[src/design/rv_consts.svh]
//********************************************************************
// global constants for the RV32I execute slice
//********************************************************************
`ifndef RV_CONSTS_SVH
`define RV_CONSTS_SVH

`define XLEN      32             // data path width
`define REG_COUNT 32             // architectural registers x0..x31
`define REG_AW    5              // register index width

// pc loaded at reset
`define RESET_PC  32'h0000_0000

`endif
[src/design/rv_pkg.sv]
//********************************************************************
// shared types of the execute slice with ALU and major opcodes,
// the decoded control record and the registered write-back record
//********************************************************************
`include "rv_consts.svh"

package rv_pkg;

	// alu operation codes in fixed encoding order
	typedef enum logic [3:0] {
		ALU_ADD    = 4'b0000,
		ALU_SUB    = 4'b0001,
		ALU_SLL    = 4'b0010,
		ALU_SLT    = 4'b0011,
		ALU_SLTU   = 4'b0100,
		ALU_XOR    = 4'b0101,
		ALU_SRL    = 4'b0110,
		ALU_SRA    = 4'b0111,
		ALU_OR     = 4'b1000,
		ALU_AND    = 4'b1001,
		ALU_PASS_B = 4'b1010     // src2 straight through for lui
	} alu_op_e;

	// major opcodes in instr[6:0]
	typedef enum logic [6:0] {
		OP     = 7'b0110011,
		OP_IMM = 7'b0010011,
		LUI    = 7'b0110111,
		AUIPC  = 7'b0010111,
		BRANCH = 7'b1100011,
		JAL    = 7'b1101111
	} opcode_e;

	typedef struct packed {
		alu_op_e              alu_op;
		logic                 src1_pc;    // operand a is pc, not rs1
		logic                 src2_imm;   // operand b is imm, not rs2
		logic                 is_branch;
		logic                 is_jal;
		logic                 reg_write;
		logic [2:0]           funct3;     // branch condition select
		logic [`REG_AW-1:0]   rs1;
		logic [`REG_AW-1:0]   rs2;
		logic [`REG_AW-1:0]   rd;
		logic [`XLEN-1:0]     imm;
		logic                 illegal;
	} ctrl_t;

	// registered write-back record
	typedef struct packed {
		logic                 valid;
		logic [`REG_AW-1:0]   rd;
		logic [`XLEN-1:0]     data;
	} wb_t;

endpackage

[src/design/rv_exec_top.sv]
//********************************************************************
// execute slice top: decoder, register file, ALU and branch unit
//********************************************************************
`include "rv_consts.svh"

module rv_exec_top
	import rv_pkg::*;
(
	input  logic             clk,
	input  logic             rst_n,
	input  logic             instr_valid,   // one instruction per strobe
	input  logic [31:0]      instr,
	input  logic [`XLEN-1:0] pc,
	output wb_t              wb,
	output logic [`XLEN-1:0] next_pc,
	output logic             illegal
);

	ctrl_t            ctrl;
	logic [`XLEN-1:0] rs1_data;
	logic [`XLEN-1:0] rs2_data;
	logic [`XLEN-1:0] src1;
	logic [`XLEN-1:0] src2;
	logic [`XLEN-1:0] alu_result;
	logic             alu_zero;
	logic             rf_we;
	logic [`XLEN-1:0] rf_wdata;

	rv_decoder u_decoder (
		.instr (instr),
		.ctrl  (ctrl)
	);

	rv_regfile u_regfile (
		.clk    (clk),
		.rst_n  (rst_n),
		.we     (rf_we),
		.waddr  (ctrl.rd),
		.raddr1 (ctrl.rs1),
		.raddr2 (ctrl.rs2),
		.wdata  (rf_wdata),
		.rdata1 (rs1_data),
		.rdata2 (rs2_data)
	);

	// operands come back from the branch unit's select muxes
	rv_alu u_alu (
		.src1   (src1),
		.src2   (src2),
		.alu_op (ctrl.alu_op),
		.result (alu_result),
		.zero   (alu_zero)
	);

	rv_branch_unit u_branch (
		.clk         (clk),
		.rst_n       (rst_n),
		.instr_valid (instr_valid),
		.pc          (pc),
		.ctrl        (ctrl),
		.rs1_data    (rs1_data),
		.rs2_data    (rs2_data),
		.alu_result  (alu_result),
		.alu_zero    (alu_zero),
		.src1        (src1),
		.src2        (src2),
		.rf_we       (rf_we),
		.rf_wdata    (rf_wdata),
		.wb          (wb),
		.next_pc     (next_pc),
		.illegal     (illegal)
	);

endmodule

[src/design/rv_branch_unit.sv]
//********************************************************************
// operand select, branch decision, next pc and registered write-back
//********************************************************************
`include "rv_consts.svh"

module rv_branch_unit
	import rv_pkg::*;
(
	input  logic             clk,
	input  logic             rst_n,
	input  logic             instr_valid,
	input  logic [`XLEN-1:0] pc,
	input  ctrl_t            ctrl,
	input  logic [`XLEN-1:0] rs1_data,
	input  logic [`XLEN-1:0] rs2_data,
	input  logic [`XLEN-1:0] alu_result,
	input  logic             alu_zero,
	output logic [`XLEN-1:0] src1,
	output logic [`XLEN-1:0] src2,
	output logic             rf_we,
	output logic [`XLEN-1:0] rf_wdata,
	output wb_t              wb,
	output logic [`XLEN-1:0] next_pc,
	output logic             illegal
);

	logic             cond;       // raw branch condition
	logic             redirect;   // go to pc + imm
	logic [`XLEN-1:0] link;
	logic [`XLEN-1:0] npc;

	assign src1 = ctrl.src1_pc  ? pc       : rs1_data;
	assign src2 = ctrl.src2_imm ? ctrl.imm : rs2_data;

	// f3[2] picks compare bit over zero, f3[0] inverts (bne, bge, bgeu)
	assign cond = (ctrl.funct3[2] ? alu_result[0] : alu_zero) ^ ctrl.funct3[0];

	assign redirect = !ctrl.illegal && (ctrl.is_jal || (ctrl.is_branch && cond));
	assign link     = pc + 32'd4;
	assign npc      = redirect ? (pc + ctrl.imm) : link;

	assign rf_we    = instr_valid && ctrl.reg_write && !ctrl.illegal && (ctrl.rd != '0);
	assign rf_wdata = ctrl.is_jal ? link : alu_result;

	always_ff @(posedge clk) begin
		if (!rst_n) begin
			wb.valid <= 1'b0;
			next_pc  <= `RESET_PC;
			illegal  <= 1'b0;
		end else begin
			wb.valid <= instr_valid && ctrl.reg_write && !ctrl.illegal;   // rd 0 still reported
			illegal  <= instr_valid && ctrl.illegal;
			if (instr_valid) next_pc <= npc;   // holds on idle cycles
		end
		wb.rd   <= ctrl.rd;
		wb.data <= rf_wdata;
	end

	a_no_wb_on_illegal: assert property (@(posedge clk) disable iff (!rst_n)
		(instr_valid && ctrl.illegal) |=> (illegal && !wb.valid))
		else $error("write-back raised for an illegal instruction");

endmodule

[src/design/rv_regfile.sv]
//********************************************************************
// 32 x XLEN register file with two async reads and one sync write
//********************************************************************
`include "rv_consts.svh"

module rv_regfile (
	input  logic               clk,
	input  logic               rst_n,
	input  logic               we,
	input  logic [`REG_AW-1:0] waddr,
	input  logic [`REG_AW-1:0] raddr1,
	input  logic [`REG_AW-1:0] raddr2,
	input  logic [`XLEN-1:0]   wdata,
	output logic [`XLEN-1:0]   rdata1,
	output logic [`XLEN-1:0]   rdata2
);

	logic [`XLEN-1:0] regs [`REG_COUNT];

	always_ff @(posedge clk) begin
		if (!rst_n) begin
			for (int i = 0; i < `REG_COUNT; i++) begin
				regs[i] <= '0;   // all registers read zero after reset
			end
		end else if (we && (waddr != '0)) begin
			regs[waddr] <= wdata;   // x0 never written
		end
	end

	// reads see the write of the previous edge without a bypass
	assign rdata1 = regs[raddr1];
	assign rdata2 = regs[raddr2];

	// x0 reads zero on every cycle out of reset
	a_x0_zero: assert property (@(posedge clk) disable iff (!rst_n)
		regs[0] == '0)
		else $error("register x0 was overwritten");

endmodule

[src/design/rv_decoder.sv]
//********************************************************************
// RV32I decoder: OP, OP-IMM, LUI, AUIPC, BRANCH and JAL into a
// control record with ALU opcode, operand selects and immediate
//********************************************************************
`include "rv_consts.svh"

module rv_decoder
	import rv_pkg::*;
(
	input  logic [31:0] instr,
	output ctrl_t       ctrl
);

	localparam logic [6:0] F7_BASE = 7'b0000000;
	localparam logic [6:0] F7_ALT  = 7'b0100000;   // sub / sra

	opcode_e          opc;
	logic [2:0]       funct3;
	logic [6:0]       funct7;
	logic [`XLEN-1:0] imm_i;
	logic [`XLEN-1:0] imm_u;
	logic [`XLEN-1:0] imm_b;
	logic [`XLEN-1:0] imm_j;

	assign opc    = opcode_e'(instr[6:0]);
	assign funct3 = instr[14:12];
	assign funct7 = instr[31:25];

	assign imm_i = {{20{instr[31]}}, instr[31:20]};
	assign imm_u = {instr[31:12], 12'b0};
	assign imm_b = {{19{instr[31]}}, instr[31], instr[7], instr[30:25], instr[11:8], 1'b0};
	assign imm_j = {{11{instr[31]}}, instr[31], instr[19:12], instr[20], instr[30:21], 1'b0};

	// funct3 to alu op, alt picks sub/sra
	function automatic alu_op_e f3_op(input logic [2:0] f3, input logic alt);
		case (f3)
			3'b000:  f3_op = alt ? ALU_SUB : ALU_ADD;
			3'b001:  f3_op = ALU_SLL;
			3'b010:  f3_op = ALU_SLT;
			3'b011:  f3_op = ALU_SLTU;
			3'b100:  f3_op = ALU_XOR;
			3'b101:  f3_op = alt ? ALU_SRA : ALU_SRL;
			3'b110:  f3_op = ALU_OR;
			default: f3_op = ALU_AND;
		endcase
	endfunction

	always_comb begin
		ctrl        = '0;
		ctrl.alu_op = ALU_ADD;
		ctrl.funct3 = funct3;
		ctrl.rs1    = instr[19:15];
		ctrl.rs2    = instr[24:20];
		ctrl.rd     = instr[11:7];
		ctrl.imm    = imm_i;

		case (opc)
			OP: begin
				ctrl.reg_write = 1'b1;
				ctrl.alu_op    = f3_op(funct3, funct7 == F7_ALT);
				// alt funct7 only exists for sub and sra
				if (funct7 == F7_ALT) ctrl.illegal = (funct3 != 3'b000) && (funct3 != 3'b101);
				else                  ctrl.illegal = (funct7 != F7_BASE);
			end
			OP_IMM: begin
				ctrl.reg_write = 1'b1;
				ctrl.src2_imm  = 1'b1;
				ctrl.alu_op    = f3_op(funct3, (funct3 == 3'b101) && instr[30]);
				if (funct3 == 3'b001) ctrl.illegal = (funct7 != F7_BASE);   // slli
				else if (funct3 == 3'b101)   // srli / srai
					ctrl.illegal = (funct7 != F7_BASE) && (funct7 != F7_ALT);
			end
			LUI: begin
				ctrl.reg_write = 1'b1;
				ctrl.src2_imm  = 1'b1;
				ctrl.alu_op    = ALU_PASS_B;
				ctrl.imm       = imm_u;
			end
			AUIPC: begin
				ctrl.reg_write = 1'b1;
				ctrl.src1_pc   = 1'b1;
				ctrl.src2_imm  = 1'b1;
				ctrl.imm       = imm_u;   // add pc + upper imm
			end
			BRANCH: begin
				ctrl.is_branch = 1'b1;
				ctrl.imm       = imm_b;
				case (funct3[2:1])
					2'b00:   ctrl.alu_op = ALU_SUB;    // beq/bne test zero
					2'b10:   ctrl.alu_op = ALU_SLT;    // blt/bge
					2'b11:   ctrl.alu_op = ALU_SLTU;   // bltu/bgeu
					default: ctrl.illegal = 1'b1;      // 010, 011
				endcase
			end
			JAL: begin
				ctrl.is_jal    = 1'b1;
				ctrl.reg_write = 1'b1;
				ctrl.src1_pc   = 1'b1;
				ctrl.src2_imm  = 1'b1;
				ctrl.imm       = imm_j;
			end
			default: ctrl.illegal = 1'b1;   // unknown major opcode
		endcase
	end

endmodule

[src/design/rv_alu.sv]
//********************************************************************
// combinational ALU: add/sub, logic, masked shifts, compares, pass b
//********************************************************************
`include "rv_consts.svh"

module rv_alu
	import rv_pkg::*;
(
	input  logic [`XLEN-1:0] src1,
	input  logic [`XLEN-1:0] src2,
	input  alu_op_e          alu_op,
	output logic [`XLEN-1:0] result,
	output logic             zero
);

	localparam int SHW = $clog2(`XLEN);   // rv32 shift amount width
	localparam int MSB = `XLEN - 1;

	logic [`XLEN:0]   diff_ext;   // src1 - src2 with carry out on top
	logic [`XLEN-1:0] diff;
	logic             borrow;
	logic             sign;
	logic             ovf;
	logic             slt;
	logic             sltu;
	logic [SHW-1:0]   shamt;

	// one subtractor serves SUB, SLT and SLTU, always src1 - src2
	assign diff_ext = {1'b0, src1} + {1'b0, ~src2} + 1'b1;
	assign diff     = diff_ext[MSB:0];
	assign borrow   = ~diff_ext[`XLEN];   // no carry out means src1 < src2 unsigned

	assign sign = diff[MSB];
	// overflow only when operand signs differ and result sign flips from src1
	assign ovf  = (src1[MSB] ^ src2[MSB]) & (sign ^ src1[MSB]);

	assign slt  = sign ^ ovf;   // true signed less-than
	assign sltu = borrow;

	assign shamt = src2[SHW-1:0];   // shifts only see low five bits

	always_comb begin
		case (alu_op)
			ALU_ADD:    result = src1 + src2;
			ALU_SUB:    result = diff;
			ALU_SLL:    result = src1 << shamt;
			ALU_SLT:    result = {{(`XLEN-1){1'b0}}, slt};
			ALU_SLTU:   result = {{(`XLEN-1){1'b0}}, sltu};
			ALU_XOR:    result = src1 ^ src2;
			ALU_SRL:    result = src1 >> shamt;
			ALU_SRA:    result = $signed(src1) >>> shamt;   // sign fill
			ALU_OR:     result = src1 | src2;
			ALU_AND:    result = src1 & src2;
			ALU_PASS_B: result = src2;
			default:    result = '0;   // unused codes
		endcase
	end

	assign zero = (result == '0);

	// beq/bne rely on zero after SUB meaning equal operands
	always_comb begin
		if (alu_op == ALU_SUB) begin
			assert final (zero == (src1 == src2))
				else $error("alu zero flag disagrees with operand equality");
		end
	end

	// signed and unsigned compare agree whenever both msbs match
	always_comb begin
		if (src1[MSB] == src2[MSB]) begin
			assert final (slt == sltu)
				else $error("alu slt and sltu diverge for same-sign operands");
		end
	end

endmodule

[config.mk]
export PLATFORM = sky130hd
export DESIGN_NAME = rv_exec_top
export DESIGN_NICKNAME = d
export VERILOG_FILES = /design/src/design/rv_pkg.sv /design/src/design/rv_exec_top.sv /design/src/design/rv_branch_unit.sv /design/src/design/rv_regfile.sv /design/src/design/rv_decoder.sv /design/src/design/rv_alu.sv
export VERILOG_INCLUDE_DIRS = /design/src /design/src/design
export SDC_FILE = /design/constraint.sdc
export NUM_CORES = 2
export LEC_CHECK = 0
export BUFFER_PORTS_ARGS = -buffer_cell sky130_fd_sc_hd__buf_2
export CORE_UTILIZATION = 30
export DETAILED_ROUTE_END_ITERATION = 12
export GPL_TIMING_DRIVEN = 0
export PLACE_DENSITY_LB_ADDON = 0.12
export SETUP_SLACK_MARGIN = 0.4
export SYNTH_ARGS = -nofsm -noshare
export SYNTH_HDL_FRONTEND = slang
export SYNTH_SLANG_ARGS = --single-unit
[constraint.sdc]
create_clock -name clk -period 11.6 [get_ports clk]
set_input_delay 1.74 -clock clk [delete_from_list [all_inputs] [get_ports clk]]
set_output_delay 1.74 -clock clk [all_outputs]
set_load 0.02 [all_outputs]
==> impl_metrics.prom <==
# TYPE chip_impl_metric gauge
chip_impl_info{name="outcome",value="complete, but fails checks"} 1
chip_impl_info{name="violations",value="capacitance limit, slew limit"} 1
chip_impl_metric{name="grt_use_met1",unit="%"} 44.7
chip_impl_metric{name="pre_cts_ws",unit="ns"} -6.88
chip_impl_metric{name="total_leakage_power",unit="uW"} 0.0286
chip_impl_info{name="timing.critical_path.slowest_stage_cell",value="buf_2"} 1
chip_impl_metric{name="ys_seq_elements",unit=""} 1095
chip_impl_metric{name="synth_edf_count",unit=""} 1024
chip_impl_metric{name="ys_async_sr_fraction",unit="%"} 0
chip_impl_metric{name="final.setup_skew",unit="ns"} 0.0440
chip_impl_metric{name="number_of_antenna_violations_at_the_first_check_in_global_routing",unit=""} 34
chip_impl_metric{name="grt-ovfl-total",unit=""} 0
chip_impl_metric{name="layout.filler_cells",unit=""} 22200
chip_impl_metric{name="detail_route.first_pass.iterations",unit=""} 6
chip_impl_metric{name="timing_max_transition_violations_final",unit=""} 43
chip_impl_metric{name="post_route_cells_drive_above_1_share",unit="%"} 19.6
chip_impl_metric{name="overall_fraction_of_global_route_tracks_in_use",unit="%"} 36.5
chip_impl_metric{name="worst_setup_hold_path_clk_slew",unit="ns"} 0.06
chip_impl_metric{name="place_inst",unit=""} 8919
chip_impl_metric{name="antenna_left",unit=""} 0
chip_impl_info{name="critical_path.reg2reg.startpoint",value="u_regfile.regs[23][1]"} 1
chip_impl_metric{name="first_pass_grt_wire_length",unit="um"} 540000
chip_impl_metric{name="mean_syn_cell_area",unit="um^2"} 11.6
chip_impl_metric{name="routed-via-count",unit=""} 58700
chip_impl_info{name="cp-start-kind",value="primary input"} 1
chip_impl_metric{name="floorplan.die.width",unit="um"} 474
chip_impl_metric{name="cts.path.max_buffers",unit=""} 3
chip_impl_info{name="setup.worst_path.class",value="in -> reg"} 1
chip_impl_info{name="root_buffer_selected_by_cts",value="clkbuf_16"} 1
chip_impl_metric{name="ys_seq_area_share",unit="%"} 48.2
chip_impl_info{name="postSynth.topFlopCell",value="edfxtp_1"} 1
chip_impl_metric{name="cts_buffers",unit=""} 134
chip_impl_metric{name="grt_pass1_vias",unit=""} 55400
chip_impl_metric{name="total_die_area",unit="mm^2"} 0.224
chip_impl_metric{name="setup_total_negative_slack",unit="ns"} 0
chip_impl_info{name="tritoncts_clock_tree",value="built"} 1
chip_impl_metric{name="p_total",unit="uW"} 12900
chip_impl_metric{name="detail_route.drc_violations",unit=""} 0
chip_impl_metric{name="clkSinkCount",unit=""} 1095
chip_impl_metric{name="dpl.hpwl",unit="um"} 312000
chip_impl_metric{name="worstMarginPinSlew",unit="ns"} 1.64
chip_impl_metric{name="core_region_area",unit="mm^2"} 0.220
chip_impl_metric{name="die_h",unit="um"} 474
chip_impl_metric{name="crit_path_max_incr_delay",unit="ns"} 0.67
chip_impl_metric{name="count_of_hold_buffers_inserted_by_post_cts_repair",unit=""} 0
chip_impl_metric{name="placement.io_buffers",unit=""} 131
chip_impl_metric{name="fin_crit_sh",unit="%"} 97.1
chip_impl_metric{name="timing.critical_path.required",unit="ns"} 12.26
chip_impl_metric{name="finalWeightedCongestion",unit=""} 1.09
chip_impl_metric{name="worst-endpoint-arrival",unit="ns"} 11.92
chip_impl_metric{name="cap_viol_max_count",unit=""} 8
chip_impl_info{name="critPathLaunch",value="instr[16]"} 1
chip_impl_metric{name="timing.final.ws_setup",unit="ns"} 0.338
chip_impl_metric{name="synth.cell_area",unit="mm^2"} 0.0668
chip_impl_metric{name="synthCells",unit=""} 5770
chip_impl_metric{name="layoutNonFillerInstCount",unit=""} 9187
chip_impl_metric{name="htree_num_levels",unit=""} 4
chip_impl_info{name="rsz0062_at_grt",value="no"} 1
chip_impl_metric{name="dr.first_iter.drc_count",unit=""} 8865
chip_impl_metric{name="wire_per_inst",unit="um"} 45.4
chip_impl_metric{name="nNetsFinal",unit=""} 6319
chip_impl_metric{name="starting_density_of_the_core",unit="%"} 30.3
chip_impl_metric{name="synth_cell_types",unit=""} 97
chip_impl_metric{name="gr-usage-met2",unit="%"} 54.8
chip_impl_info{name="grt.busiest_layer",value="met2"} 1
chip_impl_metric{name="fmax",unit="MHz"} 88.8
chip_impl_metric{name="row_count",unit=""} 172
chip_impl_metric{name="slew_headroom",unit="%"} -9.13
chip_impl_metric{name="source_to_sink_clock_delay_at_the_later_pin_of_the_worst_skew_pair",unit="ns"} 0.83
chip_impl_info{name="timing.hold.worst.class",value="reg -> reg"} 1
chip_impl_metric{name="setup_violations",unit=""} 0
chip_impl_metric{name="drt-vias-per-instance",unit=""} 6.39
chip_impl_metric{name="period_minus_slack",unit="ns"} 11.26
chip_impl_metric{name="powerDensity",unit="mW/mm^2"} 167
chip_impl_metric{name="synth.yosys.warnings",unit=""} 0
chip_impl_metric{name="utilization",unit="%"} 35.1
chip_impl_metric{name="critPathMaxFanout",unit=""} 10
chip_impl_info{name="timing.critical_path.mode_cell",value="buf_2"} 1
chip_impl_metric{name="groute.layer.met3.usage",unit="%"} 11.2
chip_impl_info{name="crit_path_end_kind",value="register"} 1
chip_impl_metric{name="num_io_pins",unit=""} 138
chip_impl_metric{name="layout-area-overhead-vs-synth",unit="%"} 15.7
chip_impl_metric{name="report.final.hold_viol_count",unit=""} 0
chip_impl_info{name="min-delay-start",value="u_branch.next_pc[27]"} 1
chip_impl_metric{name="drt_wl_total",unit="um"} 417000
chip_impl_metric{name="vdd_ir_drop_max",unit="uV"} 145
chip_impl_metric{name="pin_count_of_the_biggest_net_entering_global_routing",unit=""} 35
Yosys cell counts, drive strengths merged, types with 16 or more instances:
cell type,count,share of area [%]
a221oi,23,0.33
mux4,488,16
edfxtp,1024,46
dfxtp,71,2.1
nor3,91,0.68
o221ai,19,0.25
clkbuf,356,2.0
nor2b,24,0.22
a22oi,139,1.6
a21o,51,0.57
a211oi,46,0.52
mux2i,215,3.2
a22o,29,0.38
ha,139,2.6
o31ai,28,0.34
buf,175,1.5
o31a,19,0.25
o211ai,37,0.42
and2,19,0.18
nor4,16,0.16
o21bai,21,0.24
mux2,31,0.52
o21ai,168,1.3
nand3,113,0.85
xnor2,53,0.70
nor2,1239,7.0
o22ai,45,0.42
nand2,307,1.7
inv,147,0.83
nand4,30,0.28
a31oi,56,0.53
nand2b,30,0.28
xor2,32,0.42
a21oi,212,1.6
and3,36,0.34
report_power, final:
part	switching, uW	leakage (uW)	internal, uW
logic	3080	0.0154	995
clock network	1870	0.00206	2350
registers	100	0.0111	4510
sequential cells by signal, summed over array words and instances (netlist names):
register          cells
u_branch.next_pc     32
u_branch.illegal      1
u_regfile.regs     1024
u_branch.wb          38
stage by stage:
stage	area, um^2	hold WS [ns]
finish	77300	0.556
global route	77200	0.584
CTS	76800	0.557
detailed placement	72000	0.546
global placement	71200	0.550
floorplan	66900	0.586
what timing repair did:
action | in CTS | in global routing
pin swaps | 5 | 8
endpoints found under the setup margin | 928 | 125
resized for setup | 217 | 119
buffers inserted | 2 | 10
path summary, 6_finish.rpt:
check	end	slack, ns	depth (start not counted)
min	u_branch.next_pc[27]	0.56	2
max	u_branch.next_pc[17]	0.34	36
max reg2reg	u_branch.next_pc[17]	1.59	35
min reg2reg	u_branch.next_pc[27]	0.56	2
cells in the final DEF (no fill, tap or decap), drive strengths merged, types with 91 or more instances in the layout:
| cell type | count |
|---|---|
| nand3 | 113 |
| a21oi | 212 |
| a22oi | 139 |
| mux4 | 488 |
| mux2i | 215 |
| o21ai | 168 |
| ha | 139 |
| inv | 155 |
| nand2 | 307 |
| nor3 | 91 |
| clkbuf | 531 |
| buf | 339 |
| nor2 | 1239 |
| edfxtp | 1024 |
worst max-delay path: cells and delay by family:
kind	cells	cell delay, ns
and+or+nand+nor	5	0.85
adders and majority gates	2	1.04
muxes	2	0.80
AOI/OAI and AO/OA	18	4.30
buffers and inverters	9	3.09
area by class of cell:
| class | instances | area (um^2) | share of cell area (%) |
|---|---|---|---|
| multi-input cells | 4026 | 32300 | 41.9 |
| flip-flops and latches | 1095 | 32200 | 41.6 |
| well taps | 2958 | 3700 | 4.79 |
| clock buffers | 172 | 3580 | 4.63 |
| plain buffers | 531 | 3000 | 3.88 |
| repair buffers | 172 | 1230 | 1.60 |
| clock inverters | 66 | 633 | 0.819 |
| inverters | 149 | 559 | 0.724 |
| diodes | 18 | 45.0 | 0.0583 |
cell families after synthesis:
family	count (synthesis)	share of synthesized area [%]
mux	734	20.2
other cells	1	0.00562
simple gates	1988	12.7
flops	1095	48.2
buf+inv	680	4.37
xor+xnor	85	1.12
compound gates	1044	10.7
fa+ha+maj	143	2.73
per-layer routing:
metal  routed length [um]  share of wire, %  up-vias
met5                  112             0.027        -
met4                34400               8.2       16
met3                46600                11     1037
met2               181000                43     4530
met1               155000                37    30600
li1                     -                 -    22600
(Power assumes the default switching activity.)
